--- config.mk ---
export PLATFORM = sky130hd
export DESIGN_NAME = dual_decode_top
export DESIGN_NICKNAME = d
export VERILOG_FILES = /design/src/common/uop_pkg.sv /design/src/common/isa_pkg.sv /design/src/hw/dual_decode_top.sv /design/src/hw/decode/id_stage.sv /design/src/hw/decode/inst_decoder.sv /design/src/hw/pipe_reg.sv
export SDC_FILE = /design/constraint.sdc
export NUM_CORES = 1
export LEC_CHECK = 0
export ABC_AREA = 1
export BUFFER_PORTS_ARGS = -buffer_cell sky130_fd_sc_hd__clkbuf_2
export CORE_MARGIN = 3
export CORE_UTILIZATION = 25
export CTS_BUF_LIST = sky130_fd_sc_hd__clkbuf_2
export CTS_CLUSTER_SIZE = 20
export DETAILED_ROUTE_END_ITERATION = 8
export GPL_TIMING_DRIVEN = 1
export HOLD_SLACK_MARGIN = 0.12
export PLACE_DENSITY_LB_ADDON = 0.1
export SLEW_MARGIN = 20
export SYNTH_ARGS = -nofsm -noshare
export SYNTH_HDL_FRONTEND = slang
export SYNTH_SLANG_ARGS = --single-unit
--- constraint.sdc ---
create_clock -name clock -period 18.91 [get_ports clock]
set_clock_uncertainty 0.05 [all_clocks]
set_input_delay 3.782 -clock clock [delete_from_list [all_inputs] [get_ports clock]]
set_output_delay 3.782 -clock clock [all_outputs]
set_load 0.02 [all_outputs]
--- src/common/uop_pkg.sv ---
/* decoded control encodings, issue width,
   fetch and decode bundle structs */
package uop_pkg;

	localparam int issue_width = 2;   // slots per bundle

	////////////////////
	// alu ops
	typedef enum logic [4:0] {
		alu_addq,
		alu_subq,
		alu_and,
		alu_bic,
		alu_bis,
		alu_ornot,
		alu_xor,
		alu_eqv,
		alu_srl,
		alu_sll,
		alu_sra,
		alu_mulq,
		alu_cmpeq,
		alu_cmplt,
		alu_cmple,
		alu_cmpult,
		alu_cmpule
	} alu_func_e;

	// operand sources
	typedef enum logic [1:0] {
		opa_is_rega,
		opa_is_mem_disp,
		opa_is_npc,
		opa_is_not3       // word-align mask for jumps
	} opa_sel_e;

	typedef enum logic [1:0] {
		opb_is_regb,
		opb_is_alu_imm,
		opb_is_br_disp
	} opb_sel_e;

	typedef enum logic [1:0] {dest_none, dest_is_rega, dest_is_regc} dest_sel_e;

	typedef enum logic [1:0] {use_adder, use_multiplier, use_memory} fu_sel_e;

	////////////////////
	// bundles, fields indexed by slot
	typedef struct packed {
		logic [issue_width-1:0][31:0] inst;
		logic [issue_width-1:0]       valid;
		logic [issue_width-1:0][63:0] npc;
	} fetch_bundle_t;

	typedef struct packed {
		logic      [issue_width-1:0][63:0] opa_value;   // value or tag in low bits
		logic      [issue_width-1:0][63:0] opb_value;
		logic      [issue_width-1:0]       opa_is_value;
		logic      [issue_width-1:0]       opb_is_value;
		logic      [issue_width-1:0][4:0]  dest_idx;
		alu_func_e [issue_width-1:0]       alu_func;
		logic      [issue_width-1:0][5:0]  op_type;
		fu_sel_e   [issue_width-1:0]       fu_select;
		logic      [issue_width-1:0]       rd_mem;
		logic      [issue_width-1:0]       wr_mem;
		logic      [issue_width-1:0]       cond_branch;
		logic      [issue_width-1:0]       uncond_branch;
		logic      [issue_width-1:0]       halt;
		logic      [issue_width-1:0]       illegal;
		logic      [issue_width-1:0]       valid_inst;
	} decode_bundle_t;

endpackage

--- src/common/isa_pkg.sv ---
/* alpha integer subset: opcodes, group and function codes,
   pal halt code, zero register and instruction field positions */
package isa_pkg;

	////////////////////
	// primary opcodes
	localparam logic [5:0] pal_op  = 6'h00;
	localparam logic [5:0] lda_op  = 6'h08;
	localparam logic [5:0] ldq_op  = 6'h29;
	localparam logic [5:0] stq_op  = 6'h2d;
	localparam logic [5:0] br_op   = 6'h30;   // unconditional
	localparam logic [5:0] bsr_op  = 6'h34;   // unconditional, links ra

	// fp branches, no fp unit here
	localparam logic [5:0] fbeq_op = 6'h31;
	localparam logic [5:0] fblt_op = 6'h32;
	localparam logic [5:0] fble_op = 6'h33;
	localparam logic [5:0] fbne_op = 6'h35;
	localparam logic [5:0] fbge_op = 6'h36;
	localparam logic [5:0] fbgt_op = 6'h37;

	// integer conditional branches
	localparam logic [5:0] blbc_op = 6'h38;
	localparam logic [5:0] beq_op  = 6'h39;
	localparam logic [5:0] blt_op  = 6'h3a;
	localparam logic [5:0] ble_op  = 6'h3b;
	localparam logic [5:0] blbs_op = 6'h3c;
	localparam logic [5:0] bne_op  = 6'h3d;
	localparam logic [5:0] bge_op  = 6'h3e;
	localparam logic [5:0] bgt_op  = 6'h3f;

	////////////////////
	// operate groups, func field picks the op
	localparam logic [5:0] inta_grp = 6'h10;   // arith + compares
	localparam logic [5:0] intl_grp = 6'h11;   // logical
	localparam logic [5:0] ints_grp = 6'h12;   // shifts
	localparam logic [5:0] intm_grp = 6'h13;   // multiply
	localparam logic [5:0] itfp_grp = 6'h14;
	localparam logic [5:0] fltv_grp = 6'h15;
	localparam logic [5:0] flti_grp = 6'h16;
	localparam logic [5:0] fltl_grp = 6'h17;
	localparam logic [5:0] misc_grp = 6'h18;
	localparam logic [5:0] jsr_grp  = 6'h1a;   // jmp/jsr/ret/jsr_co
	localparam logic [5:0] ftpi_grp = 6'h1c;

	// function codes, inst[11:5]
	localparam logic [6:0] addq_fn   = 7'h20;
	localparam logic [6:0] subq_fn   = 7'h29;
	localparam logic [6:0] cmpeq_fn  = 7'h2d;
	localparam logic [6:0] cmpult_fn = 7'h1d;
	localparam logic [6:0] cmpule_fn = 7'h3d;
	localparam logic [6:0] cmplt_fn  = 7'h4d;
	localparam logic [6:0] cmple_fn  = 7'h6d;
	localparam logic [6:0] and_fn    = 7'h00;
	localparam logic [6:0] bic_fn    = 7'h08;
	localparam logic [6:0] bis_fn    = 7'h20;
	localparam logic [6:0] ornot_fn  = 7'h28;
	localparam logic [6:0] xor_fn    = 7'h40;
	localparam logic [6:0] eqv_fn    = 7'h48;
	localparam logic [6:0] srl_fn    = 7'h34;
	localparam logic [6:0] sll_fn    = 7'h39;
	localparam logic [6:0] sra_fn    = 7'h3c;
	localparam logic [6:0] mulq_fn   = 7'h20;

	localparam logic [25:0] halt_code = 26'h0555;   // call_pal halt
	localparam logic [4:0]  zero_reg  = 5'd31;

	////////////////////
	// field lsbs
	localparam int op_lsb       = 26;   // 6 bits
	localparam int ra_lsb       = 21;   // 5 bits
	localparam int rb_lsb       = 16;
	localparam int rc_lsb       = 0;
	localparam int lit_flag_bit = 12;
	localparam int lit_lsb      = 13;   // 8 bits
	localparam int func_lsb     = 5;    // 7 bits
	localparam int mem_disp_lsb = 0;    // 16 bits
	localparam int br_disp_lsb  = 0;    // 21 bits

endpackage
--- src/hw/dual_decode_top.sv ---
/* two-wide decode front: fetch register, decode stage,
   dispatch register */
module dual_decode_top (
	input  logic clock,
	input  logic rst,

	// fetch side
	input  logic                                  in_valid,
	output logic                                  in_ready,
	input  logic [uop_pkg::issue_width-1:0][31:0] inst,
	input  logic [uop_pkg::issue_width-1:0]       inst_valid,
	input  logic [uop_pkg::issue_width-1:0][63:0] npc,

	// dispatch side
	output logic                                  out_valid,
	input  logic                                  out_ready,
	output logic [uop_pkg::issue_width-1:0][63:0] opa_value,
	output logic [uop_pkg::issue_width-1:0][63:0] opb_value,
	output logic [uop_pkg::issue_width-1:0]       opa_is_value,
	output logic [uop_pkg::issue_width-1:0]       opb_is_value,
	output logic [uop_pkg::issue_width-1:0][4:0]  dest_idx,
	output uop_pkg::alu_func_e [uop_pkg::issue_width-1:0] alu_func,
	output logic [uop_pkg::issue_width-1:0][5:0]  op_type,
	output uop_pkg::fu_sel_e [uop_pkg::issue_width-1:0]   fu_select,
	output logic [uop_pkg::issue_width-1:0]       rd_mem,
	output logic [uop_pkg::issue_width-1:0]       wr_mem,
	output logic [uop_pkg::issue_width-1:0]       cond_branch,
	output logic [uop_pkg::issue_width-1:0]       uncond_branch,
	output logic [uop_pkg::issue_width-1:0]       halt,
	output logic [uop_pkg::issue_width-1:0]       illegal,
	output logic [uop_pkg::issue_width-1:0]       valid_inst
);

	uop_pkg::fetch_bundle_t  fetch_d, fetch_q;
	uop_pkg::decode_bundle_t dec_d, dec_q;
	logic                    id_valid, id_ready;   // handshake across decode

	assign fetch_d.inst  = inst;
	assign fetch_d.valid = inst_valid;
	assign fetch_d.npc   = npc;

	////////////////////
	// stage 1, fetch register
	pipe_reg #(.payload_t(uop_pkg::fetch_bundle_t)) i_fetch_reg (
		.clock     (clock),
		.rst       (rst),
		.in_valid  (in_valid),
		.in_ready  (in_ready),
		.in_data   (fetch_d),
		.out_valid (id_valid),
		.out_ready (id_ready),
		.out_data  (fetch_q)
	);

	// decode, no state
	id_stage i_id_stage (
		.inst          (fetch_q.inst),
		.valid_in      (fetch_q.valid),
		.npc           (fetch_q.npc),
		.opa_value     (dec_d.opa_value),
		.opb_value     (dec_d.opb_value),
		.opa_is_value  (dec_d.opa_is_value),
		.opb_is_value  (dec_d.opb_is_value),
		.dest_idx      (dec_d.dest_idx),
		.alu_func      (dec_d.alu_func),
		.op_type       (dec_d.op_type),
		.fu_select     (dec_d.fu_select),
		.rd_mem        (dec_d.rd_mem),
		.wr_mem        (dec_d.wr_mem),
		.cond_branch   (dec_d.cond_branch),
		.uncond_branch (dec_d.uncond_branch),
		.halt          (dec_d.halt),
		.illegal       (dec_d.illegal),
		.valid_inst    (dec_d.valid_inst)
	);

	////////////////////
	// stage 2, dispatch register
	pipe_reg #(.payload_t(uop_pkg::decode_bundle_t)) i_dispatch_reg (
		.clock     (clock),
		.rst       (rst),
		.in_valid  (id_valid),
		.in_ready  (id_ready),
		.in_data   (dec_d),
		.out_valid (out_valid),
		.out_ready (out_ready),
		.out_data  (dec_q)
	);

	assign opa_value     = dec_q.opa_value;
	assign opb_value     = dec_q.opb_value;
	assign opa_is_value  = dec_q.opa_is_value;
	assign opb_is_value  = dec_q.opb_is_value;
	assign dest_idx      = dec_q.dest_idx;
	assign alu_func      = dec_q.alu_func;
	assign op_type       = dec_q.op_type;
	assign fu_select     = dec_q.fu_select;
	assign rd_mem        = dec_q.rd_mem;
	assign wr_mem        = dec_q.wr_mem;
	assign cond_branch   = dec_q.cond_branch;
	assign uncond_branch = dec_q.uncond_branch;
	assign halt          = dec_q.halt;
	assign illegal       = dec_q.illegal;
	assign valid_inst    = dec_q.valid_inst;

endmodule

--- src/hw/decode/id_stage.sv ---
/* decode stage: per-slot decoders, immediates,
   operand value/tag muxes, dest index and unit select */
module id_stage (
	input  logic [uop_pkg::issue_width-1:0][31:0] inst,
	input  logic [uop_pkg::issue_width-1:0]       valid_in,
	input  logic [uop_pkg::issue_width-1:0][63:0] npc,

	output logic [uop_pkg::issue_width-1:0][63:0] opa_value,
	output logic [uop_pkg::issue_width-1:0][63:0] opb_value,
	output logic [uop_pkg::issue_width-1:0]       opa_is_value,   // low means reg tag
	output logic [uop_pkg::issue_width-1:0]       opb_is_value,
	output logic [uop_pkg::issue_width-1:0][4:0]  dest_idx,
	output uop_pkg::alu_func_e [uop_pkg::issue_width-1:0] alu_func,
	output logic [uop_pkg::issue_width-1:0][5:0]  op_type,
	output uop_pkg::fu_sel_e [uop_pkg::issue_width-1:0]   fu_select,
	output logic [uop_pkg::issue_width-1:0]       rd_mem,
	output logic [uop_pkg::issue_width-1:0]       wr_mem,
	output logic [uop_pkg::issue_width-1:0]       cond_branch,
	output logic [uop_pkg::issue_width-1:0]       uncond_branch,
	output logic [uop_pkg::issue_width-1:0]       halt,
	output logic [uop_pkg::issue_width-1:0]       illegal,
	output logic [uop_pkg::issue_width-1:0]       valid_inst
);

	for (genvar s = 0; s < uop_pkg::issue_width; s++) begin : g_slot
		uop_pkg::opa_sel_e  opa_sel;
		uop_pkg::opb_sel_e  opb_sel;
		uop_pkg::dest_sel_e dest_sel;
		logic [4:0]         ra, rb, rc;
		logic [63:0]        mem_disp, br_disp, alu_imm;

		// each slot reads its own word
		assign ra = inst[s][isa_pkg::ra_lsb +: 5];
		assign rb = inst[s][isa_pkg::rb_lsb +: 5];
		assign rc = inst[s][isa_pkg::rc_lsb +: 5];

		assign mem_disp = {{48{inst[s][isa_pkg::mem_disp_lsb + 15]}},
		                   inst[s][isa_pkg::mem_disp_lsb +: 16]};
		assign br_disp  = {{41{inst[s][isa_pkg::br_disp_lsb + 20]}},
		                   inst[s][isa_pkg::br_disp_lsb +: 21], 2'b00};   // word offset
		assign alu_imm  = {56'b0, inst[s][isa_pkg::lit_lsb +: 8]};      // zero-ext literal

		assign op_type[s] = inst[s][isa_pkg::op_lsb +: 6];

		inst_decoder i_dec (
			.inst          (inst[s]),
			.valid_in      (valid_in[s]),
			.opa_sel       (opa_sel),
			.opb_sel       (opb_sel),
			.dest_sel      (dest_sel),
			.alu_func      (alu_func[s]),
			.rd_mem        (rd_mem[s]),
			.wr_mem        (wr_mem[s]),
			.cond_branch   (cond_branch[s]),
			.uncond_branch (uncond_branch[s]),
			.halt          (halt[s]),
			.illegal       (illegal[s]),
			.valid_inst    (valid_inst[s])
		);

		////////////////////
		// operand muxes
		always_comb begin
			opa_is_value[s] = 1'b1;
			case (opa_sel)
				uop_pkg::opa_is_mem_disp: opa_value[s] = mem_disp;
				uop_pkg::opa_is_npc:      opa_value[s] = npc[s];
				uop_pkg::opa_is_not3:     opa_value[s] = ~64'h3;
				default: begin            // rega tag
					opa_value[s]    = {59'b0, ra};
					opa_is_value[s] = 1'b0;
				end
			endcase
		end

		always_comb begin
			opb_is_value[s] = 1'b1;
			case (opb_sel)
				uop_pkg::opb_is_alu_imm: opb_value[s] = alu_imm;
				uop_pkg::opb_is_br_disp: opb_value[s] = br_disp;
				default: begin           // regb tag
					opb_value[s]    = {59'b0, rb};
					opb_is_value[s] = 1'b0;
				end
			endcase
		end

		// dest index, r31 when nothing is written
		always_comb begin
			case (dest_sel)
				uop_pkg::dest_is_rega: dest_idx[s] = ra;
				uop_pkg::dest_is_regc: dest_idx[s] = rc;
				default:               dest_idx[s] = isa_pkg::zero_reg;
			endcase
		end

		// unit select by opcode class, mulq to the multiplier
		always_comb begin
			case ({op_type[s][5:3], 3'b000})
				6'h08, 6'h20, 6'h28: fu_select[s] = uop_pkg::use_memory;
				default:
					fu_select[s] = (alu_func[s] == uop_pkg::alu_mulq) ? uop_pkg::use_multiplier
					                                                  : uop_pkg::use_adder;
			endcase
		end
	end

endmodule

--- src/hw/decode/inst_decoder.sv ---
/* combinational decode of one alpha word into
   operand/dest/alu selects and control flags */
module inst_decoder (
	input  logic [31:0]        inst,
	input  logic               valid_in,      // low gives a no-op
	output uop_pkg::opa_sel_e  opa_sel,
	output uop_pkg::opb_sel_e  opb_sel,
	output uop_pkg::dest_sel_e dest_sel,
	output uop_pkg::alu_func_e alu_func,
	output logic               rd_mem,
	output logic               wr_mem,
	output logic               cond_branch,
	output logic               uncond_branch,
	output logic               halt,
	output logic               illegal,
	output logic               valid_inst     // for instruction counts
);

	logic [5:0] op;
	logic [6:0] func;

	assign op         = inst[isa_pkg::op_lsb +: 6];
	assign func       = inst[isa_pkg::func_lsb +: 7];
	assign valid_inst = valid_in & ~illegal;

	always_comb begin
		// no-op defaults
		opa_sel       = uop_pkg::opa_is_rega;
		opb_sel       = uop_pkg::opb_is_regb;
		dest_sel      = uop_pkg::dest_none;
		alu_func      = uop_pkg::alu_addq;
		rd_mem        = 1'b0;
		wr_mem        = 1'b0;
		cond_branch   = 1'b0;
		uncond_branch = 1'b0;
		halt          = 1'b0;
		illegal       = 1'b0;
		if (valid_in) begin
			case ({op[5:3], 3'b000})   // opcode class
				6'h00: begin
					if (op == isa_pkg::pal_op && inst[25:0] == isa_pkg::halt_code)
						halt = 1'b1;
					else
						illegal = 1'b1;   // other pal calls too
				end
				6'h10: begin   // operate format
					opb_sel  = inst[isa_pkg::lit_flag_bit] ? uop_pkg::opb_is_alu_imm
					                                       : uop_pkg::opb_is_regb;
					dest_sel = uop_pkg::dest_is_regc;
					case (op)
						isa_pkg::inta_grp:
							case (func)
								isa_pkg::addq_fn:   alu_func = uop_pkg::alu_addq;
								isa_pkg::subq_fn:   alu_func = uop_pkg::alu_subq;
								isa_pkg::cmpeq_fn:  alu_func = uop_pkg::alu_cmpeq;
								isa_pkg::cmpult_fn: alu_func = uop_pkg::alu_cmpult;
								isa_pkg::cmpule_fn: alu_func = uop_pkg::alu_cmpule;
								isa_pkg::cmplt_fn:  alu_func = uop_pkg::alu_cmplt;
								isa_pkg::cmple_fn:  alu_func = uop_pkg::alu_cmple;
								default:            illegal  = 1'b1;
							endcase
						isa_pkg::intl_grp:
							case (func)
								isa_pkg::and_fn:   alu_func = uop_pkg::alu_and;
								isa_pkg::bic_fn:   alu_func = uop_pkg::alu_bic;
								isa_pkg::bis_fn:   alu_func = uop_pkg::alu_bis;
								isa_pkg::ornot_fn: alu_func = uop_pkg::alu_ornot;
								isa_pkg::xor_fn:   alu_func = uop_pkg::alu_xor;
								isa_pkg::eqv_fn:   alu_func = uop_pkg::alu_eqv;
								default:           illegal  = 1'b1;
							endcase
						isa_pkg::ints_grp:
							case (func)
								isa_pkg::srl_fn: alu_func = uop_pkg::alu_srl;
								isa_pkg::sll_fn: alu_func = uop_pkg::alu_sll;
								isa_pkg::sra_fn: alu_func = uop_pkg::alu_sra;
								default:         illegal  = 1'b1;
							endcase
						isa_pkg::intm_grp:
							if (func == isa_pkg::mulq_fn)
								alu_func = uop_pkg::alu_mulq;
							else
								illegal = 1'b1;
						default: illegal = 1'b1;   // itfp, fltv, flti, fltl
					endcase
				end
				6'h18: begin
					if (op == isa_pkg::jsr_grp) begin
						// all four jump kinds behave alike
						opa_sel       = uop_pkg::opa_is_not3;
						alu_func      = uop_pkg::alu_and;   // mask low 2 bits of rb
						dest_sel      = uop_pkg::dest_is_rega;
						uncond_branch = 1'b1;
					end else
						illegal = 1'b1;   // misc, ftpi, holes
				end
				6'h08, 6'h20, 6'h28: begin   // memory format, ea = disp + rb
					opa_sel  = uop_pkg::opa_is_mem_disp;
					dest_sel = uop_pkg::dest_is_rega;
					case (op)
						isa_pkg::lda_op: ;
						isa_pkg::ldq_op: rd_mem = 1'b1;
						isa_pkg::stq_op: begin
							wr_mem   = 1'b1;
							dest_sel = uop_pkg::dest_none;   // nothing written back
						end
						default: illegal = 1'b1;
					endcase
				end
				default: begin   // 6'h30 and 6'h38, branch format
					opa_sel = uop_pkg::opa_is_npc;
					opb_sel = uop_pkg::opb_is_br_disp;
					case (op)
						isa_pkg::br_op, isa_pkg::bsr_op: begin
							dest_sel      = uop_pkg::dest_is_rega;   // return address
							uncond_branch = 1'b1;
						end
						isa_pkg::fbeq_op, isa_pkg::fblt_op, isa_pkg::fble_op,
						isa_pkg::fbne_op, isa_pkg::fbge_op, isa_pkg::fbgt_op:
							illegal = 1'b1;
						isa_pkg::blbc_op, isa_pkg::beq_op, isa_pkg::blt_op,
						isa_pkg::ble_op, isa_pkg::blbs_op, isa_pkg::bne_op,
						isa_pkg::bge_op, isa_pkg::bgt_op:
							cond_branch = 1'b1;
						default: ;
					endcase
				end
			endcase
		end
	end

	// a halt is a legal instruction
	a_halt_not_illegal: assert final (!(halt && illegal));

endmodule

--- src/hw/pipe_reg.sv ---
/* one-entry valid/ready register slice, generic payload */
module pipe_reg #(
	parameter type payload_t = logic [31:0]
) (
	input  logic     clock,
	input  logic     rst,
	input  logic     in_valid,
	output logic     in_ready,
	input  payload_t in_data,
	output logic     out_valid,
	input  logic     out_ready,
	output payload_t out_data
);

	logic load;

	// take new data when empty or when the held entry leaves now
	assign in_ready = ~out_valid | out_ready;
	assign load     = in_valid & in_ready;

	always_ff @(posedge clock) begin
		if (rst)
			out_valid <= 1'b0;
		else if (in_ready)
			out_valid <= in_valid;   // refill or drain
	end

	always_ff @(posedge clock) begin
		if (load)
			out_data <= in_data;     // payload only
	end

	////////////////////
	// checks
	a_hold_stable: assert property (@(posedge clock) disable iff (rst)
		out_valid && !out_ready |=> out_valid && $stable(out_data));

	a_empty_after_rst: assert property (@(posedge clock) rst |=> !out_valid);

endmodule

==> impl_metrics.yaml <==
routing:
  wl_per_cell_um: 18.8
  drc: 0
  drtPass1Iterations: 5
  wl_um: 52500
  drt-initial-drc-count: 742
  via_per_inst: 4.18
  vias: 11673
  ant_nets: 0
synth:
  synth.area.top_cells: "edfxtp_1 75%, nand2_1 7.6%, buf_4 3.8%"
  synth.distinct_cells: 36
  synth-seq-cells: 424
  avgSynthCellArea_um2: 13.1
  syn_inst: 1298
  yosys.area.top_type: "edfxtp_1"
  synth_fp_nets: 1504
  netlist_area_um2: 17000
  yosys_warnings: 0
  seq_area_frac_synth: 0.749
  netlist.area_leader.share: 0.746
sta:
  post-route-period-util: 0.431
  relSlewSlack: 0.354
  tightest_slew_ns: 0.968
  drv_slew: 0
  fmax_mhz: 123
  grt_setup_unrepaired: "no"
  holdWs_ns: 0.415
  finalSetupTns_ns: 0
  setup_viol: 0
  period_needed_ns: 8.14
  hold_viol: 0
floorplan:
  num_io_pins: 510
  rows: 94
  dieArea_um2: 71100
  die_w_um: 267
  coreArea_um2: 66600
  die_h_um: 267
  initial_core_util: 0.255
worst_setup_path:
  reg2regPathDepth: 8
  timing.critical_path.mode_cell: "clkbuf_2"
  slowest_stage: "clkbuf_2"
  cp_num_buf_inv: 3
  cp_max_fo: 3
  cp-end-kind: "output pin"
  critPathRequiredTime_ns: 15.08
  rrSetupSlack_ns: 15.48
  crit_arrival_ns: 4.31
  r2r-start: "i_fetch_reg.out_data[129]$_DFFE_PP_"
  cp_slowest_stage_delay_ns: 0.19
  critPathLaunchType: "input pin"
  critPathTopFamily: "buffers and inverters"
  worst-setup-path-type: "input pin to output pin"
  regToRegEndpoint: "i_dispatch_reg.out_data[120]$_DFFE_PP_"
  crit_chain: "clkbuf_2 -> inv_1 -> nand3_1 -> clkbuf_2"
placed_design:
  io_buffer_count: 509
  place.detailed.hpwl_um: 36500
  dpl-instance-area_um2: 19900
  gp_congestion: 0.808
  dp.cells: 2562
pwr:
  irDropWorstVdd_uv: 38.5
  p_per_area_nw_per_um2: 96.2
  p_leak_nw: 9.48
final_layout:
  final_net_count: 2039
  synthToLayoutAreaGrowth_pct: 24.9
  nFillCells: 6953
  stdcell_area_um2: 21200
  layout-drive-gt1-share: 0.396
  finalNonFillerCells: 2791
worst_hold_path:
  whs_endpoint: "i_dispatch_reg.out_data[217]$_DFFE_PP_"
  hold-path-cell-count: 2
  hp-start: "i_fetch_reg.out_data[35]$_DFFE_PP_"
  hold_class: "flop to flop"
grt:
  grt_overflow: 0
  grt_max_degree: 163
  antenna_found_initial: 10
  grt_use_total: 0.146
  grt_pass1_vias: 11847
  grt_pass1_wl_um: 76100
clock_network:
  clk_pin_slew_ns: 0.09
  cts-root-buf: "clkbuf_2"
  clockBufferDepth: 3
  cts_buffers: 130
  cts_resized: 0
  htree_levels: 4
  clock_latency_ns: 1.22
  cts_tree: "yes"
  clock_sinks: 424
  cts_setup_buffers: 0
  hold_buffers: 0
run_status:
  status: "completed"
flow_run:
  max-cap-violations: 0
## worst max-delay path by stage
stage | from | end | cells past startpoint
2_1_floorplan | out_ready | i_dispatch_reg.out_data[0]$_DFFE_PP_ | 2
3_3_place_gp | out_ready | in_ready | 4
3_5_place_dp | out_ready | in_ready | 4
4_1_cts | out_ready | in_ready | 4
5_1_grt | out_ready | in_ready | 4
6_report | out_ready | in_ready | 4
## state kept, by name, summed over array words and instances, names as in the netlist
register / cells
i_fetch_reg.out_data: 194
i_dispatch_reg.out_valid: 1
i_fetch_reg.out_valid: 1
i_dispatch_reg.out_data: 228
## where the power goes
part	internal [W]	switching, W
logic	0.0000502	0.000120
registers	0.00109	0.0000226
clock network	0.000343	0.000413
total	0.00148	0.000555
## cell families after synthesis
logic type	count (synthesis)	share of synthesized area
DFF	424	0.749
and+or+nand+nor	533	0.132
adders and majority gates	8	0.00590
AOI/OAI and AO/OA	95	0.0379
buffers and inverters	238	0.0750
## per-stage QoR
stage | total power [W] | setup slack (ns) | utilization
4_1_cts | 0.00209 | 10.76 | 0.317
6_report | 0.00204 | 10.77 | 0.318
3_3_place_gp | 0.00131 | 10.79 | 0.299
5_1_grt | 0.00217 | 10.74 | 0.318
2_1_floorplan | 0.00124 | 3.22 | -
3_5_place_dp | 0.00131 | 10.77 | 0.299
## cells in the final DEF (no fill, tap or decap), drive strengths merged
cell      count
diode         9
inv         122
nand4         8
a21oi        23
clkinv       25
nand3        48
nand3b        1
o2111ai       4
clkbuf      693
o21ai        25
nand2       347
buf          10
o22ai         7
o211ai       18
or2           2
edfxtp      422
o221ai        5
and3          1
clkinvlp      2
ha            8
nor4          4
bufinv        6
nor3         15
dfxtp         2
nor2        107
a221o        13
## per-layer routing
metal	routed length [um]	global-route usage	vias up
li1	-	-	5561
met1	21500	0.176	5529
met2	24700	0.227	459
met3	5020	0.0667	112
met4	1200	0.0572	12
met5	71	0	-
## cell usage after synthesis
library cell	count
a21oi_1	22
a21oi_4	1
a221o_1	13
and3_1	1
buf_2	17
buf_4	85
buf_6	5
clkbuf_1	9
clkinv_1	1
clkinv_2	1
dfxtp_1	2
edfxtp_1	422
ha_1	8
inv_1	111
inv_2	9
nand2_1	343
nand2_2	4
nand3_1	45
nand3_2	1
nand3_4	2
nand3b_1	1
nand4_1	8
nor2_1	92
nor2_2	8
nor2_4	7
nor3_1	12
nor3_2	3
nor4_1	4
o2111ai_1	4
o211ai_1	18
o21ai_0	23
o21ai_1	1
o21ai_2	1
o221ai_1	5
o22ai_1	7
or2_1	2
## cell type report
class,instances,area [um2],area share
well taps,864,1080,0.0510
repair buffers,519,2670,0.126
inverters,122,467,0.0220
clock buffers,184,921,0.0434
diodes,9,22.5,0.00106
flip-flops and latches,424,12700,0.600
clock inverters,33,309,0.0146
multi-input cells,636,3020,0.142
## worst register-to-register path, cell delays in order, from the launching register on
cell and delay, ns:
edfxtp_1 0.56, inv_1 0.24, nor2_4 0.14, buf_4 0.64
inv_1 0.20, ha_1 0.39, inv_1 0.13, nand2_1 0.58
o221ai_1 0.25
Power figures use the tool's default switching activity.
